## src/rtl/fdc_cmd_pkg.sv

```systemverilog
// fdc command package with opcode classes, busy states, register addresses and status bits
package fdc_cmd_pkg;

  // decoded command class, taken from the upper nibble of the command byte
  typedef enum logic [3:0] {
    op_restore,      // 0000
    op_seek,         // 0001
    op_step,         // 001u
    op_step_in,      // 010u
    op_step_out,     // 011u
    op_read_sector,  // 100x
    op_write_sector, // 101x
    op_read_address, // 1100
    op_read_track,   // 1110
    op_write_track,  // 1111
    op_force_int     // 1101
  } fdc_op_e;

  // busy state of the controller
  typedef enum logic [1:0] {
    st_idle     = 2'd0,
    st_irq      = 2'd1, // one cycle before irq goes high
    st_int_wait = 2'd2, // internal delay running
    st_io_wait  = 2'd3  // waiting for the io controller
  } fdc_busy_e;

  // cpu visible register map
  typedef enum logic [1:0] {
    reg_cmd_status = 2'd0,
    reg_track      = 2'd1,
    reg_sector     = 2'd2,
    reg_data       = 2'd3
  } fdc_reg_e;

  // bit positions in the status register
  localparam int stat_motor_on     = 7;
  localparam int stat_write_protect = 6;
  localparam int stat_spin_up_done = 5; // type I only
  localparam int stat_track_zero   = 2; // type I only
  localparam int stat_drq_or_index = 1; // index for type I, drq otherwise
  localparam int stat_busy         = 0;

  // bits 4 and 3 would be seek error and crc error on a real part
  // they always read 0 here

endpackage

```

## src/rtl/fdc_timing_pkg.sv

```systemverilog
// fdc timing package with the scaled delays for stepping, motor and index
package fdc_timing_pkg;

  // all counters in the design use this width
  localparam int delay_width = 32;

  // internal wait for restore and for a seek that really moves
  localparam logic [delay_width-1:0] seek_delay = 32'd200;

  // internal wait for step, step-in and step-out
  localparam logic [delay_width-1:0] step_delay = 32'd20;

  // motor keeps running this long after a command
  localparam logic [delay_width-1:0] motor_run_time = 32'd160;

  // start from standstill, counter above motor_run_time means spinning up
  localparam logic [delay_width-1:0] motor_spinup_time = 32'd240;

  // index counter reload value, one full turn is index_period+1 cycles
  localparam logic [delay_width-1:0] index_period = 32'd16;

  // real hardware figures for reference
  // seek about 25 ms, step about 2.5 ms at 8 MHz
  // motor 2 s run, 1 s extra spin up, 5 turns per second
  // simulation uses the short values above

endpackage

```

## src/rtl/fdc_reg_if.sv

```systemverilog
// register access channel from the bus slave to the fdc controller
`timescale 1ns/1ps

interface fdc_reg_if;

  logic                   acc;   // single cycle access strobe
  logic                   we;    // write when high, read otherwise
  fdc_cmd_pkg::fdc_reg_e  addr;  // register select
  logic [7:0]             wdata; // write data
  logic [7:0]             rdata; // read data, combinational from addr

  // bus side drives the request
  modport slave (
    output acc,
    output we,
    output addr,
    output wdata,
    input  rdata
  );

  // controller side answers with the addressed register
  modport ctrl (
    input  acc,
    input  we,
    input  addr,
    input  wdata,
    output rdata
  );

endinterface

```

## src/rtl/fdc_wb_slave.sv

```systemverilog
// wishbone classic slave, one register access strobe per bus cycle
`timescale 1ns/1ps

module fdc_wb_slave (
  input  logic       clk,
  input  logic       motor_start_or_force,
  input  logic       wb_cyc,
  input  logic       wb_stb,
  input  logic       wb_we,
  input  logic [1:0] wb_adr,
  input  logic [7:0] wb_dat_i,
  output logic [7:0] wb_dat_o,
  output logic       wb_ack,
  fdc_reg_if.slave   regs
);

  // two step sequencer, access cycle then ack cycle
  typedef enum logic [1:0] {
    wb_idle,   // waiting for cyc and stb
    wb_access, // acc high toward the controller
    wb_reply   // ack high toward the master
  } wb_state_e;

  wb_state_e             state;
  logic                  req;
  logic                  we_q;
  fdc_cmd_pkg::fdc_reg_e addr_q;
  logic [7:0]            wdata_q;

  assign req = wb_cyc && wb_stb;

  always_ff @(posedge clk or posedge motor_start_or_force) begin
    if (motor_start_or_force) begin
      state <= wb_idle;
    end else begin
      case (state)
        wb_idle:   if (req) state <= wb_access;
        wb_access: state <= wb_reply;
        wb_reply:  state <= wb_idle; // stb may still be high here, ignored
        default:   state <= wb_idle;
      endcase
    end
  end

  // request fields latched when the cycle is accepted
  always_ff @(posedge clk) begin
    if (state == wb_idle && req) begin
      we_q    <= wb_we;
      addr_q  <= fdc_cmd_pkg::fdc_reg_e'(wb_adr);
      wdata_q <= wb_dat_i;
    end
  end

  // read data taken on the acc cycle, so before any write lands
  always_ff @(posedge clk) begin
    if (state == wb_access) begin
      wb_dat_o <= regs.rdata;
    end
  end

  assign regs.acc   = (state == wb_access);
  assign regs.we    = we_q;
  assign regs.addr  = addr_q;
  assign regs.wdata = wdata_q;
  assign wb_ack     = (state == wb_reply); // lasts exactly one cycle

endmodule

```

## src/rtl/fdc_motor.sv

```systemverilog
// floppy motor model with spin up countdown and index pulse generation
`timescale 1ns/1ps

module fdc_motor (
  input  logic clk,
  input  logic motor_start_or_force,
  input  logic motor_start,   // type I or II command issued
  input  logic force_spinup,  // force interrupt issued
  output logic motor_on,
  output logic spin_up_done,
  output logic index_pulse
);

  logic [fdc_timing_pkg::delay_width-1:0] motor_cnt;
  logic [fdc_timing_pkg::delay_width-1:0] index_cnt;
  logic                                   motor_load;

  assign motor_load = motor_start || force_spinup;

  // motor on timer
  // a running motor just gets the run time again
  // a stopped motor, or any force interrupt, goes through spin up first
  always_ff @(posedge clk or posedge motor_start_or_force) begin
    if (motor_start_or_force) begin
      motor_cnt <= '0;
    end else if (motor_load) begin
      motor_cnt <= (motor_on && !force_spinup) ? fdc_timing_pkg::motor_run_time
                                               : fdc_timing_pkg::motor_spinup_time;
    end else if (motor_cnt != '0) begin
      motor_cnt <= motor_cnt - 1'b1; // let the motor run down
    end
  end

  assign motor_on     = (motor_cnt != '0);
  assign spin_up_done = motor_on && (motor_cnt <= fdc_timing_pkg::motor_run_time);

  // index counter, parked at zero while the disk stands still
  always_ff @(posedge clk or posedge motor_start_or_force) begin
    if (motor_start_or_force) begin
      index_cnt <= '0;
    end else if (!motor_on) begin
      index_cnt <= '0;
    end else if (index_cnt != '0) begin
      index_cnt <= index_cnt - 1'b1;
    end else begin
      index_cnt <= fdc_timing_pkg::index_period; // next revolution
    end
  end

  // high only at the top count, one cycle per turn
  assign index_pulse = (index_cnt > fdc_timing_pkg::index_period - 32'd1);

endmodule

```

## src/rtl/fdc_controller.sv

```systemverilog
// fdc controller with register file, command decode, busy state machine and irq
`timescale 1ns/1ps

module fdc_controller (
  input  logic       clk,
  input  logic       motor_start_or_force,
  fdc_reg_if.ctrl    regs,
  input  logic       wr_prot,       // write protect of selected drive
  input  logic [1:0] drv_sel,
  input  logic       drv_side,
  input  logic       dma_ack,       // io controller finished the transfer
  input  logic [2:0] status_sel,
  output logic [7:0] status_byte,
  output logic       irq,
  output logic       motor_start,
  output logic       force_spinup,
  input  logic       motor_on,
  input  logic       spin_up_done,
  input  logic       index_pulse
);

  logic [7:0]                             cmd;    // last command, write only
  logic [7:0]                             track;
  logic [7:0]                             sector;
  logic [7:0]                             data;
  logic                                   step_dir; // 1 steps in
  fdc_cmd_pkg::fdc_busy_e                 state;
  logic [fdc_timing_pkg::delay_width-1:0] delay_cnt;
  fdc_cmd_pkg::fdc_op_e                   wr_op;  // command being written
  logic                                   cur_type1;
  logic                                   wr_starts_motor;
  logic                                   io_wait;
  logic                                   busy;
  logic [1:0]                             drv_sel_excl;
  logic [7:0]                             status;

  // command class from the upper nibble
  function automatic fdc_cmd_pkg::fdc_op_e decode_op(input logic [7:0] c);
    fdc_cmd_pkg::fdc_op_e op;
    op = fdc_cmd_pkg::op_restore;
    casez (c[7:4])
      4'b0000: op = fdc_cmd_pkg::op_restore;
      4'b0001: op = fdc_cmd_pkg::op_seek;
      4'b001?: op = fdc_cmd_pkg::op_step;
      4'b010?: op = fdc_cmd_pkg::op_step_in;
      4'b011?: op = fdc_cmd_pkg::op_step_out;
      4'b100?: op = fdc_cmd_pkg::op_read_sector;
      4'b101?: op = fdc_cmd_pkg::op_write_sector;
      4'b1100: op = fdc_cmd_pkg::op_read_address;
      4'b1101: op = fdc_cmd_pkg::op_force_int;
      4'b1110: op = fdc_cmd_pkg::op_read_track;
      4'b1111: op = fdc_cmd_pkg::op_write_track;
      default: op = fdc_cmd_pkg::op_restore;
    endcase
    return op;
  endfunction

  assign wr_op     = decode_op(regs.wdata);
  assign cur_type1 = (cmd[7] == 1'b0);
  assign io_wait   = (state == fdc_cmd_pkg::st_io_wait);
  assign busy      = io_wait || (state == fdc_cmd_pkg::st_int_wait);

  // type I and type II spin the motor, type III does not
  assign wr_starts_motor = (regs.wdata[7] == 1'b0) || (wr_op == fdc_cmd_pkg::op_read_sector) ||
                           (wr_op == fdc_cmd_pkg::op_write_sector);

  always_ff @(posedge clk or posedge motor_start_or_force) begin
    if (motor_start_or_force) begin
      cmd          <= '0;
      track        <= '0;
      sector       <= '0;
      data         <= '0;
      step_dir     <= 1'b0;
      state        <= fdc_cmd_pkg::st_idle;
      delay_cnt    <= '0;
      irq          <= 1'b0;
      motor_start  <= 1'b0;
      force_spinup <= 1'b0;
    end else begin
      motor_start  <= 1'b0;
      force_spinup <= 1'b0;
      if (dma_ack && io_wait) state <= fdc_cmd_pkg::st_irq; // transfer done
      if (state == fdc_cmd_pkg::st_int_wait) begin
        if (delay_cnt != '0) delay_cnt <= delay_cnt - 1'b1;
        else state <= fdc_cmd_pkg::st_irq;
      end
      // any status read or command write drops irq
      if (regs.acc && regs.addr == fdc_cmd_pkg::reg_cmd_status) irq <= 1'b0;
      if (state == fdc_cmd_pkg::st_irq) begin
        irq   <= 1'b1; // placed after the clear so a new irq is not lost
        state <= fdc_cmd_pkg::st_idle;
      end
      if (regs.acc && regs.we) begin
        case (regs.addr)
          fdc_cmd_pkg::reg_cmd_status: begin
            cmd         <= regs.wdata;
            state       <= fdc_cmd_pkg::st_int_wait;
            delay_cnt   <= '0;
            motor_start <= wr_starts_motor;
            case (wr_op)
              fdc_cmd_pkg::op_restore: begin
                track     <= '0;
                delay_cnt <= fdc_timing_pkg::seek_delay;
              end
              fdc_cmd_pkg::op_seek: begin
                if (track != data) begin
                  track     <= data;
                  delay_cnt <= fdc_timing_pkg::seek_delay;
                end else begin
                  state <= fdc_cmd_pkg::st_irq; // already there
                end
              end
              fdc_cmd_pkg::op_step: begin
                delay_cnt <= fdc_timing_pkg::step_delay;
                if (regs.wdata[4]) track <= step_dir ? track + 8'd1 : track - 8'd1;
              end
              fdc_cmd_pkg::op_step_in: begin
                delay_cnt <= fdc_timing_pkg::step_delay;
                step_dir  <= 1'b1;
                if (regs.wdata[4]) track <= track + 8'd1; // update flag
              end
              fdc_cmd_pkg::op_step_out: begin
                delay_cnt <= fdc_timing_pkg::step_delay;
                step_dir  <= 1'b0;
                if (regs.wdata[4]) track <= track - 8'd1;
              end
              fdc_cmd_pkg::op_read_sector, fdc_cmd_pkg::op_read_address,
              fdc_cmd_pkg::op_read_track: state <= fdc_cmd_pkg::st_io_wait;
              fdc_cmd_pkg::op_write_sector, fdc_cmd_pkg::op_write_track: begin
                if (!wr_prot) state <= fdc_cmd_pkg::st_io_wait; // protected ends at once
              end
              fdc_cmd_pkg::op_force_int: begin
                force_spinup <= 1'b1;
                state <= (regs.wdata[3:0] == 4'h0) ? fdc_cmd_pkg::st_idle : fdc_cmd_pkg::st_irq;
              end
              default: state <= fdc_cmd_pkg::st_idle;
            endcase
          end
          fdc_cmd_pkg::reg_track:  track  <= regs.wdata;
          fdc_cmd_pkg::reg_sector: sector <= regs.wdata;
          default:                 data   <= regs.wdata;
        endcase
      end
    end
  end

  // status register as seen at address 0
  always_comb begin
    status                                 = 8'h00;
    status[fdc_cmd_pkg::stat_motor_on]     = motor_on;
    status[fdc_cmd_pkg::stat_write_protect] = wr_prot;
    status[fdc_cmd_pkg::stat_spin_up_done] = cur_type1 && spin_up_done;
    status[fdc_cmd_pkg::stat_track_zero]   = cur_type1 && (track == 8'd0);
    status[fdc_cmd_pkg::stat_drq_or_index] = cur_type1 ? index_pulse : io_wait;
    status[fdc_cmd_pkg::stat_busy]         = busy;
  end

  always_comb begin
    case (regs.addr)
      fdc_cmd_pkg::reg_cmd_status: regs.rdata = status;
      fdc_cmd_pkg::reg_track:      regs.rdata = track;
      fdc_cmd_pkg::reg_sector:     regs.rdata = sector;
      default:                     regs.rdata = data;
    endcase
  end

  // both drives selected maps to drive a only
  assign drv_sel_excl = (drv_sel == 2'b00) ? 2'b10 : drv_sel;

  // view for the io controller
  always_comb begin
    case (status_sel)
      3'd0:    status_byte = cmd; // raw command
      3'd1:    status_byte = track;
      3'd2:    status_byte = sector;
      3'd4:    status_byte = {4'b0000, drv_sel_excl, drv_side, io_wait};
      default: status_byte = 8'h00; // 3 and above 4 read zero
    endcase
  end

endmodule

```

## src/rtl/fdc_top.sv

```systemverilog
// fdc top level joining bus slave, controller and motor model
`timescale 1ns/1ps

module fdc_top (
  input  logic       clk,
  input  logic       motor_start_or_force, // system reset, active high
  input  logic       wb_cyc,
  input  logic       wb_stb,
  input  logic       wb_we,
  input  logic [1:0] wb_adr,
  input  logic [7:0] wb_dat_i,
  output logic [7:0] wb_dat_o,
  output logic       wb_ack,
  input  logic [1:0] drv_sel,
  input  logic       drv_side,
  input  logic       wr_prot,
  input  logic       dma_ack,
  input  logic [2:0] status_sel,
  output logic [7:0] status_byte,
  output logic       irq
);

  logic motor_start;
  logic force_spinup;
  logic motor_on;
  logic spin_up_done;
  logic index_pulse;

  fdc_reg_if regs_if ();

  fdc_wb_slave wb_slave_i (
    .clk                  (clk),
    .motor_start_or_force (motor_start_or_force),
    .wb_cyc               (wb_cyc),
    .wb_stb               (wb_stb),
    .wb_we                (wb_we),
    .wb_adr               (wb_adr),
    .wb_dat_i             (wb_dat_i),
    .wb_dat_o             (wb_dat_o),
    .wb_ack               (wb_ack),
    .regs                 (regs_if.slave)
  );

  fdc_controller controller_i (
    .clk                  (clk),
    .motor_start_or_force (motor_start_or_force),
    .regs                 (regs_if.ctrl),
    .wr_prot              (wr_prot),
    .drv_sel              (drv_sel),
    .drv_side             (drv_side),
    .dma_ack              (dma_ack),
    .status_sel           (status_sel),
    .status_byte          (status_byte),
    .irq                  (irq),
    .motor_start          (motor_start),
    .force_spinup         (force_spinup),
    .motor_on             (motor_on),
    .spin_up_done         (spin_up_done),
    .index_pulse          (index_pulse)
  );

  fdc_motor motor_i (
    .clk                  (clk),
    .motor_start_or_force (motor_start_or_force),
    .motor_start          (motor_start),
    .force_spinup         (force_spinup),
    .motor_on             (motor_on),
    .spin_up_done         (spin_up_done),
    .index_pulse          (index_pulse)
  );

endmodule

```

## config.mk

```make
export PLATFORM = sky130hd
export DESIGN_NAME = fdc_top
export DESIGN_NICKNAME = d
export VERILOG_FILES = /design/src/rtl/fdc_cmd_pkg.sv /design/src/rtl/fdc_timing_pkg.sv /design/src/rtl/fdc_reg_if.sv /design/src/rtl/fdc_wb_slave.sv /design/src/rtl/fdc_motor.sv /design/src/rtl/fdc_controller.sv /design/src/rtl/fdc_top.sv
export SDC_FILE = /design/constraint.sdc
export NUM_CORES = 1
export LEC_CHECK = 0
export BUFFER_PORTS_ARGS = -buffer_cell sky130_fd_sc_hd__buf_2
export CORE_MARGIN = 3
export CORE_UTILIZATION = 62
export CTS_BUF_LIST = sky130_fd_sc_hd__clkbuf_4
export DETAILED_ROUTE_END_ITERATION = 7
export PLACE_DENSITY_LB_ADDON = 0.1
export REMOVE_ABC_BUFFERS = 1
export SLEW_MARGIN = 5
export SYNTH_ARGS = -nofsm -noshare
export SYNTH_HDL_FRONTEND = slang
export SYNTH_SLANG_ARGS = --single-unit
```

## constraint.sdc

```tcl
create_clock -name clk -period 13.1 [get_ports clk]
set_clock_uncertainty 0.15 [all_clocks]
set_input_delay 2.62 -clock clk [delete_from_list [all_inputs] [get_ports clk]]
set_output_delay 2.62 -clock clk [all_outputs]
set_load 0.05 [all_outputs]
```

Yosys cells after proc, flatten, opt, wreduce, memory -nomap -nowiden
Index checks and enable logic that the tools add are counted.

Flip-flop bits (word level): 155. Input port bits: 23. Output and inout bits: 18.

Add/sub/neg operators: 5. Order comparisons: 2. Eq/ne operators: 37. Mux-type cells: 43. Bitwise logic cells: 3. Reductions and logical operators: 39.

Operator list (number): 32-bit 2-to-1 mux (8); 32-bit case mux with 3 select lines (1); 32-bit nonzero test (3); 32-bit by 1-bit subtractor with 32-bit output, second input constant (3); 8-bit 2-to-1 mux (6); 4-bit case mux with 11 select lines (1); 8-bit case mux with 5 select lines (1); 32-bit by 4-bit greater-than comparator with 1-bit output, second input constant (1); 32-bit by 8-bit less-or-equal comparator with 1-bit output, second input constant (1); 8-bit case mux with 4 select lines (1); 4-bit == test, second input constant (7); 8-bit case mux with 3 select lines (1); 2-bit 2-to-1 mux (9); 4-bit by 3-bit == test with 1-bit output, second input constant (4); 8-bit case mux with 2 select lines (1); 4-bit zero test (3); 3-bit inequality test, second input constant (4); 1-bit 2-to-1 mux (10); 2-bit case mux with 5 select lines (1); 3-bit by 2-bit == test with 1-bit output, second input constant (3); 3-bit == test, second input constant (3); 1-bit logical AND (9); 3-bit OR reduction (3); 8-bit by 1-bit adder with 8-bit output, second input constant (1); other kinds (24) (44).

Depth between registers and ports, before layout
Depth in word-level cells: 8. Mapped depth: 8. Gate-level depth less buffers: 7.

Modules after synthesis
A second synthesis with hierarchy kept.

Cell total of the unflattened synthesis: 878. Area, all modules: 8510.7 µm².

Modules (own cells, without submodules): fdc_controller (instances 1, cells each 498, area an instance 4385.5 µm², seq. area each 1751.7 µm²); fdc_motor (instances 1, cells each 352, area an instance 3440.8 µm², seq. area each 1601.5 µm²); fdc_wb_slave (instances 1, cells each 28, area an instance 684.4 µm², seq. area each 620.6 µm²).

Worst setup path after synthesis
No wires, ideal clock.

Kind: input-to-output. From: input status_sel[0]. To: output status_byte[3]. Data arrival time: 4.363 ns. Required time: 10.330 ns. Setup slack: 5.967 ns. Stages: 4. Buffers on the path: 1. Path through: clkbuf_1 -> nor2b_1 -> a21oi_1 -> o21ai_0.

Cells in the longest elaborated chain, start to end: 2. Elaborated cells between the ends (all ways): 5.

Ends and longest elaborated chain: from (decl) (line fdc_top.sv:18) `input logic [2:0] status_sel,`; 3-bit == test (tied with other cells) (line fdc_controller.sv:172) `case (status_sel)`; 8-bit case mux with 4 select lines * (line fdc_controller.sv:172); to (decl) (line fdc_top.sv:19) `output logic [7:0] status_byte,`.

Mark *: on every way between the ends. The rest lies on a longest branch, timed or not.

Final worst setup path
From: input status_sel[1]. To: output status_byte[2].

The elaborated chain is that of the path after synthesis.

==> results.cfg <==
[outcome]
result_of_the_run = complete, no violations

[place]
dp_slack_ns = 6.43
dp.final_hpwl_um = 13400
final_weighted_congestion_in_routability_driven_placement = 0.995
numPlacedInstances = 1052
numPortBuffers = 40

[timing]
layout_min_cycle_time_ns = 6.74
rsz_0062_raised_after_global_routing = false
relSlewSlack = 0.119
report.final.setup_viol = 0
setup_total_negative_slack_ns = 0
min_period_over_period = 0.514
timing_worst_slew_pin_value_ns = 1.32
finalHoldViolations = 0
post-route-worst-setup-slack_ns = 6.36
f_max_mhz = 148
pins_over_slew_limit = 0

[final_layout]
final.fill_count = 1058
regArea_um2 = 3970
insertedDiodeCount = 0
area_growth_pct = 6.85
instances_no_fill = 1084
multiInputGateArea_um2 = 4190
nets = 928
layout.core_utilization = 0.694
layout-drive-gt1-share = 0.134

[synthesis]
synth_common_cells = dfrtp_1 (136), nor2_1 (85), nand2_1 (68), a21oi_1 (63), or3_1 (39)
postSynthRegisterBits = 155
avg_inst_size_synth_um2 = 9.54
yosys.cell_types.count = 67
ys_warn_count = 0
count_of_flip_flops_with_a_built_in_enable_after_synthesis = 19
synth_top_area_cell = dfrtp_1
yosys.area.top_type_share = 0.405
synth_top_flop_cell = dfrtp_1
syn_inst = 880
synth_sequential_area_ratio = 0.473
syn_area_um2 = 8400
synth-async-reset-ratio = 0.877
synth.top_cells.by_area = dfrtp_1 (41%), edfxtp_1 (6.8%), nor2_1 (3.8%), a21oi_1 (3.8%), nand2_1 (3.0%)
post-synth-top-count-cell = dfrtp_1

[clock_network]
clk_latency_ns = 0.56
ctsRootBufferMaster = clkbuf_4
cts_tree = built
cts-root-to-sink-buffers = 2
tritoncts.num_buffers = 17
cts.htree.levels = 4
cts_resized = 0
cts.repair_timing.setup_buffer_count = 0
cts.reportedPaths.clkPinSlew_ns = 0.12
holdBufCountCts = 0
clock-sinks = 155

[worst_setup_path]
r2r_setup_slack_ns = 9.77
worst_r2r_endpoint = motor_i.index_cnt[9]
cp_num_buf_inv = 2
cp_top_family = simple AND/OR/NAND/NOR gates
crit_type = in2out
startpoint_type = input pin
critical_path.max_stage_delay_ns = 0.38
ff2ff_path_depth = 5
critical_path.startpoint = status_sel[1]
critPathArrivalTime_ns = 3.97
worst_path_cell_chain = buf_2, nor2b_1, nor2b_1, nand2_1, o21ai_0, buf_2
cpMaxStageDelayCell = nor2b_1
crit_path_max_fanout = 9
crit_path_end_kind = primary output
cp_data_required_time_ns = 10.33
cp_num_cells = 6
worst_r2r_startpoint = motor_i.index_cnt[8]
crit_path_end = status_byte[2]

[floorplanning]
design.die.area_um2 = 15000
core-area_um2 = 12900
die-width_um = 122
placementRows = 41
die-height_um = 122
initial_standard_cell_utilization_of_the_core = 0.650
num_io_pins = 41

[global_route]
grt.overflow.total = 0
grt.total_usage = 0.272
initial_antenna_violation_count = 0
maximum_number_of_pins_on_one_net_before_global_route_repair = 71
grt_first_pass_wirelength_um = 32700
via_count_of_the_first_global_routing_pass = 6655

[routing]
antenna_violating_nets_post_route = 0
routedWlPerCell_um = 18.1
via_count = 7078
drt-vias-per-instance = 6.53
drt-initial-drc-count = 656
detail_route.wirelength_um = 19600
drt-pass1-iter-count = 6
drt_drc_violations_left = 0

[pwr]
power.leakage_nw = 3.75
vdd_drop_max_v = 0.000139
power.density_cell_area_nw_per_um2 = 189

[hold_path]
worst_hold_path_type = reg2reg

[run]
drv.max_cap_violation_count = 0
[metrics by stage]
step           power [W]  area, um^2  hold WS, ns
3_5_place_dp     0.00139        8680        0.326
5_1_grt          0.00182        8970        0.370
6_report         0.00169        8970        0.360
4_1_cts          0.00169        8970        0.358
3_3_place_gp     0.00135        8680        0.317
2_1_floorplan    0.00123        8210        0.295
[worst min-delay path, cell delays in order, from the launching register on]
cell and delay [ns]:
dfrtp_1 0.37, nand2_1 0.05, nand2_1 0.06
[layout make-up]
cell class | instances | area share
inverter | 18 | 0.00809
timing repair buffer | 45 | 0.0265
sequential | 155 | 0.443
clock inverter | 14 | 0.0170
clock buffer | 18 | 0.0151
multi-input combinational | 662 | 0.466
tap | 172 | 0.0240
[power breakdown]
part           total [W]  switching [W]  internal (W)  leakage, nW
sequential      0.000806       0.000174      0.000631         1.94
clock           0.000299       0.000167      0.000131        0.151
combinational   0.000591       0.000347      0.000244         1.66
total            0.00169       0.000688       0.00101         3.75
[per-layer routing]
metal / vias up / track usage / share of wire
li1: 3306 / - / -
met1: 3448 / 0.376 / 0.44
met2: 279 / 0.429 / 0.47
met3: 45 / 0.0604 / 0.069
met4: 0 / 0.0931 / 0.021
met5: - / 0 / 0
[cell usage in the layout, fill, tap and decap left out, types with 4 or more instances in the layout]
cell type,n
clkbuf_4,18
dfrtp_1,136
nand3_1,38
clkinv_2,4
nand2b_1,14
a31oi_1,6
or4_1,33
nand2_1,68
nor4_1,22
o211ai_1,7
nand4_1,10
buf_2,40
ha_1,6
a21oi_1,63
a41oi_1,4
a2bb2oi_1,4
xnor2_1,20
nor3_1,28
mux2_2,20
or3_1,39
nand3b_1,5
a211oi_1,4
o21ai_0,37
edfxtp_1,19
xor2_1,25
nor2_1,85
o31ai_1,25
o21a_1,5
buf_4,5
nor2b_1,9
inv_1,17
or2_2,9
mux2i_1,13
[worst min-delay path by stage]
stage,startpoint,cells past startpoint,endpoint
after floorplan,controller_i.cmd[2],2,controller_i.cmd[2]
after global placement,controller_i.cmd[6],2,controller_i.cmd[6]
after detailed placement,controller_i.cmd[0],2,controller_i.cmd[0]
after CTS,controller_i.cmd[0],2,controller_i.cmd[0]
after global routing,controller_i.cmd[5],2,controller_i.cmd[5]
final,controller_i.cmd[0],2,controller_i.cmd[0]
[registers in the layout, indices dropped and copies added (netlist names)]
name,flops
controller_i.delay_cnt,32
motor_i.index_cnt,32
motor_i.motor_cnt,32
controller_i.cmd,8
controller_i.data,8
controller_i.sector,8
controller_i.track,8
wb_slave_i.regs.wdata,8
wb_slave_i.wb_dat_o,8
controller_i.state,2
wb_slave_i.regs.addr,2
wb_slave_i.state,2
controller_i.force_spinup,1
controller_i.irq,1
controller_i.motor_start,1
controller_i.step_dir,1
wb_slave_i.regs.we,1
[logic make-up (layout without fill, tap and decap cells)]
group / after synthesis / count (layout) / synth area share
multiplexers: 36 / 36 / 0.0504
AND/OR/NAND/NOR: 384 / 384 / 0.245
AO/OA/AOI/OAI: 191 / 191 / 0.145
XOR/XNOR: 45 / 45 / 0.0469
buffers and inverters: 63 / 95 / 0.0305
flip-flops: 155 / 155 / 0.473
adder cells (fa/ha/maj): 6 / 6 / 0.00894
(Power assumes the default switching activity.)
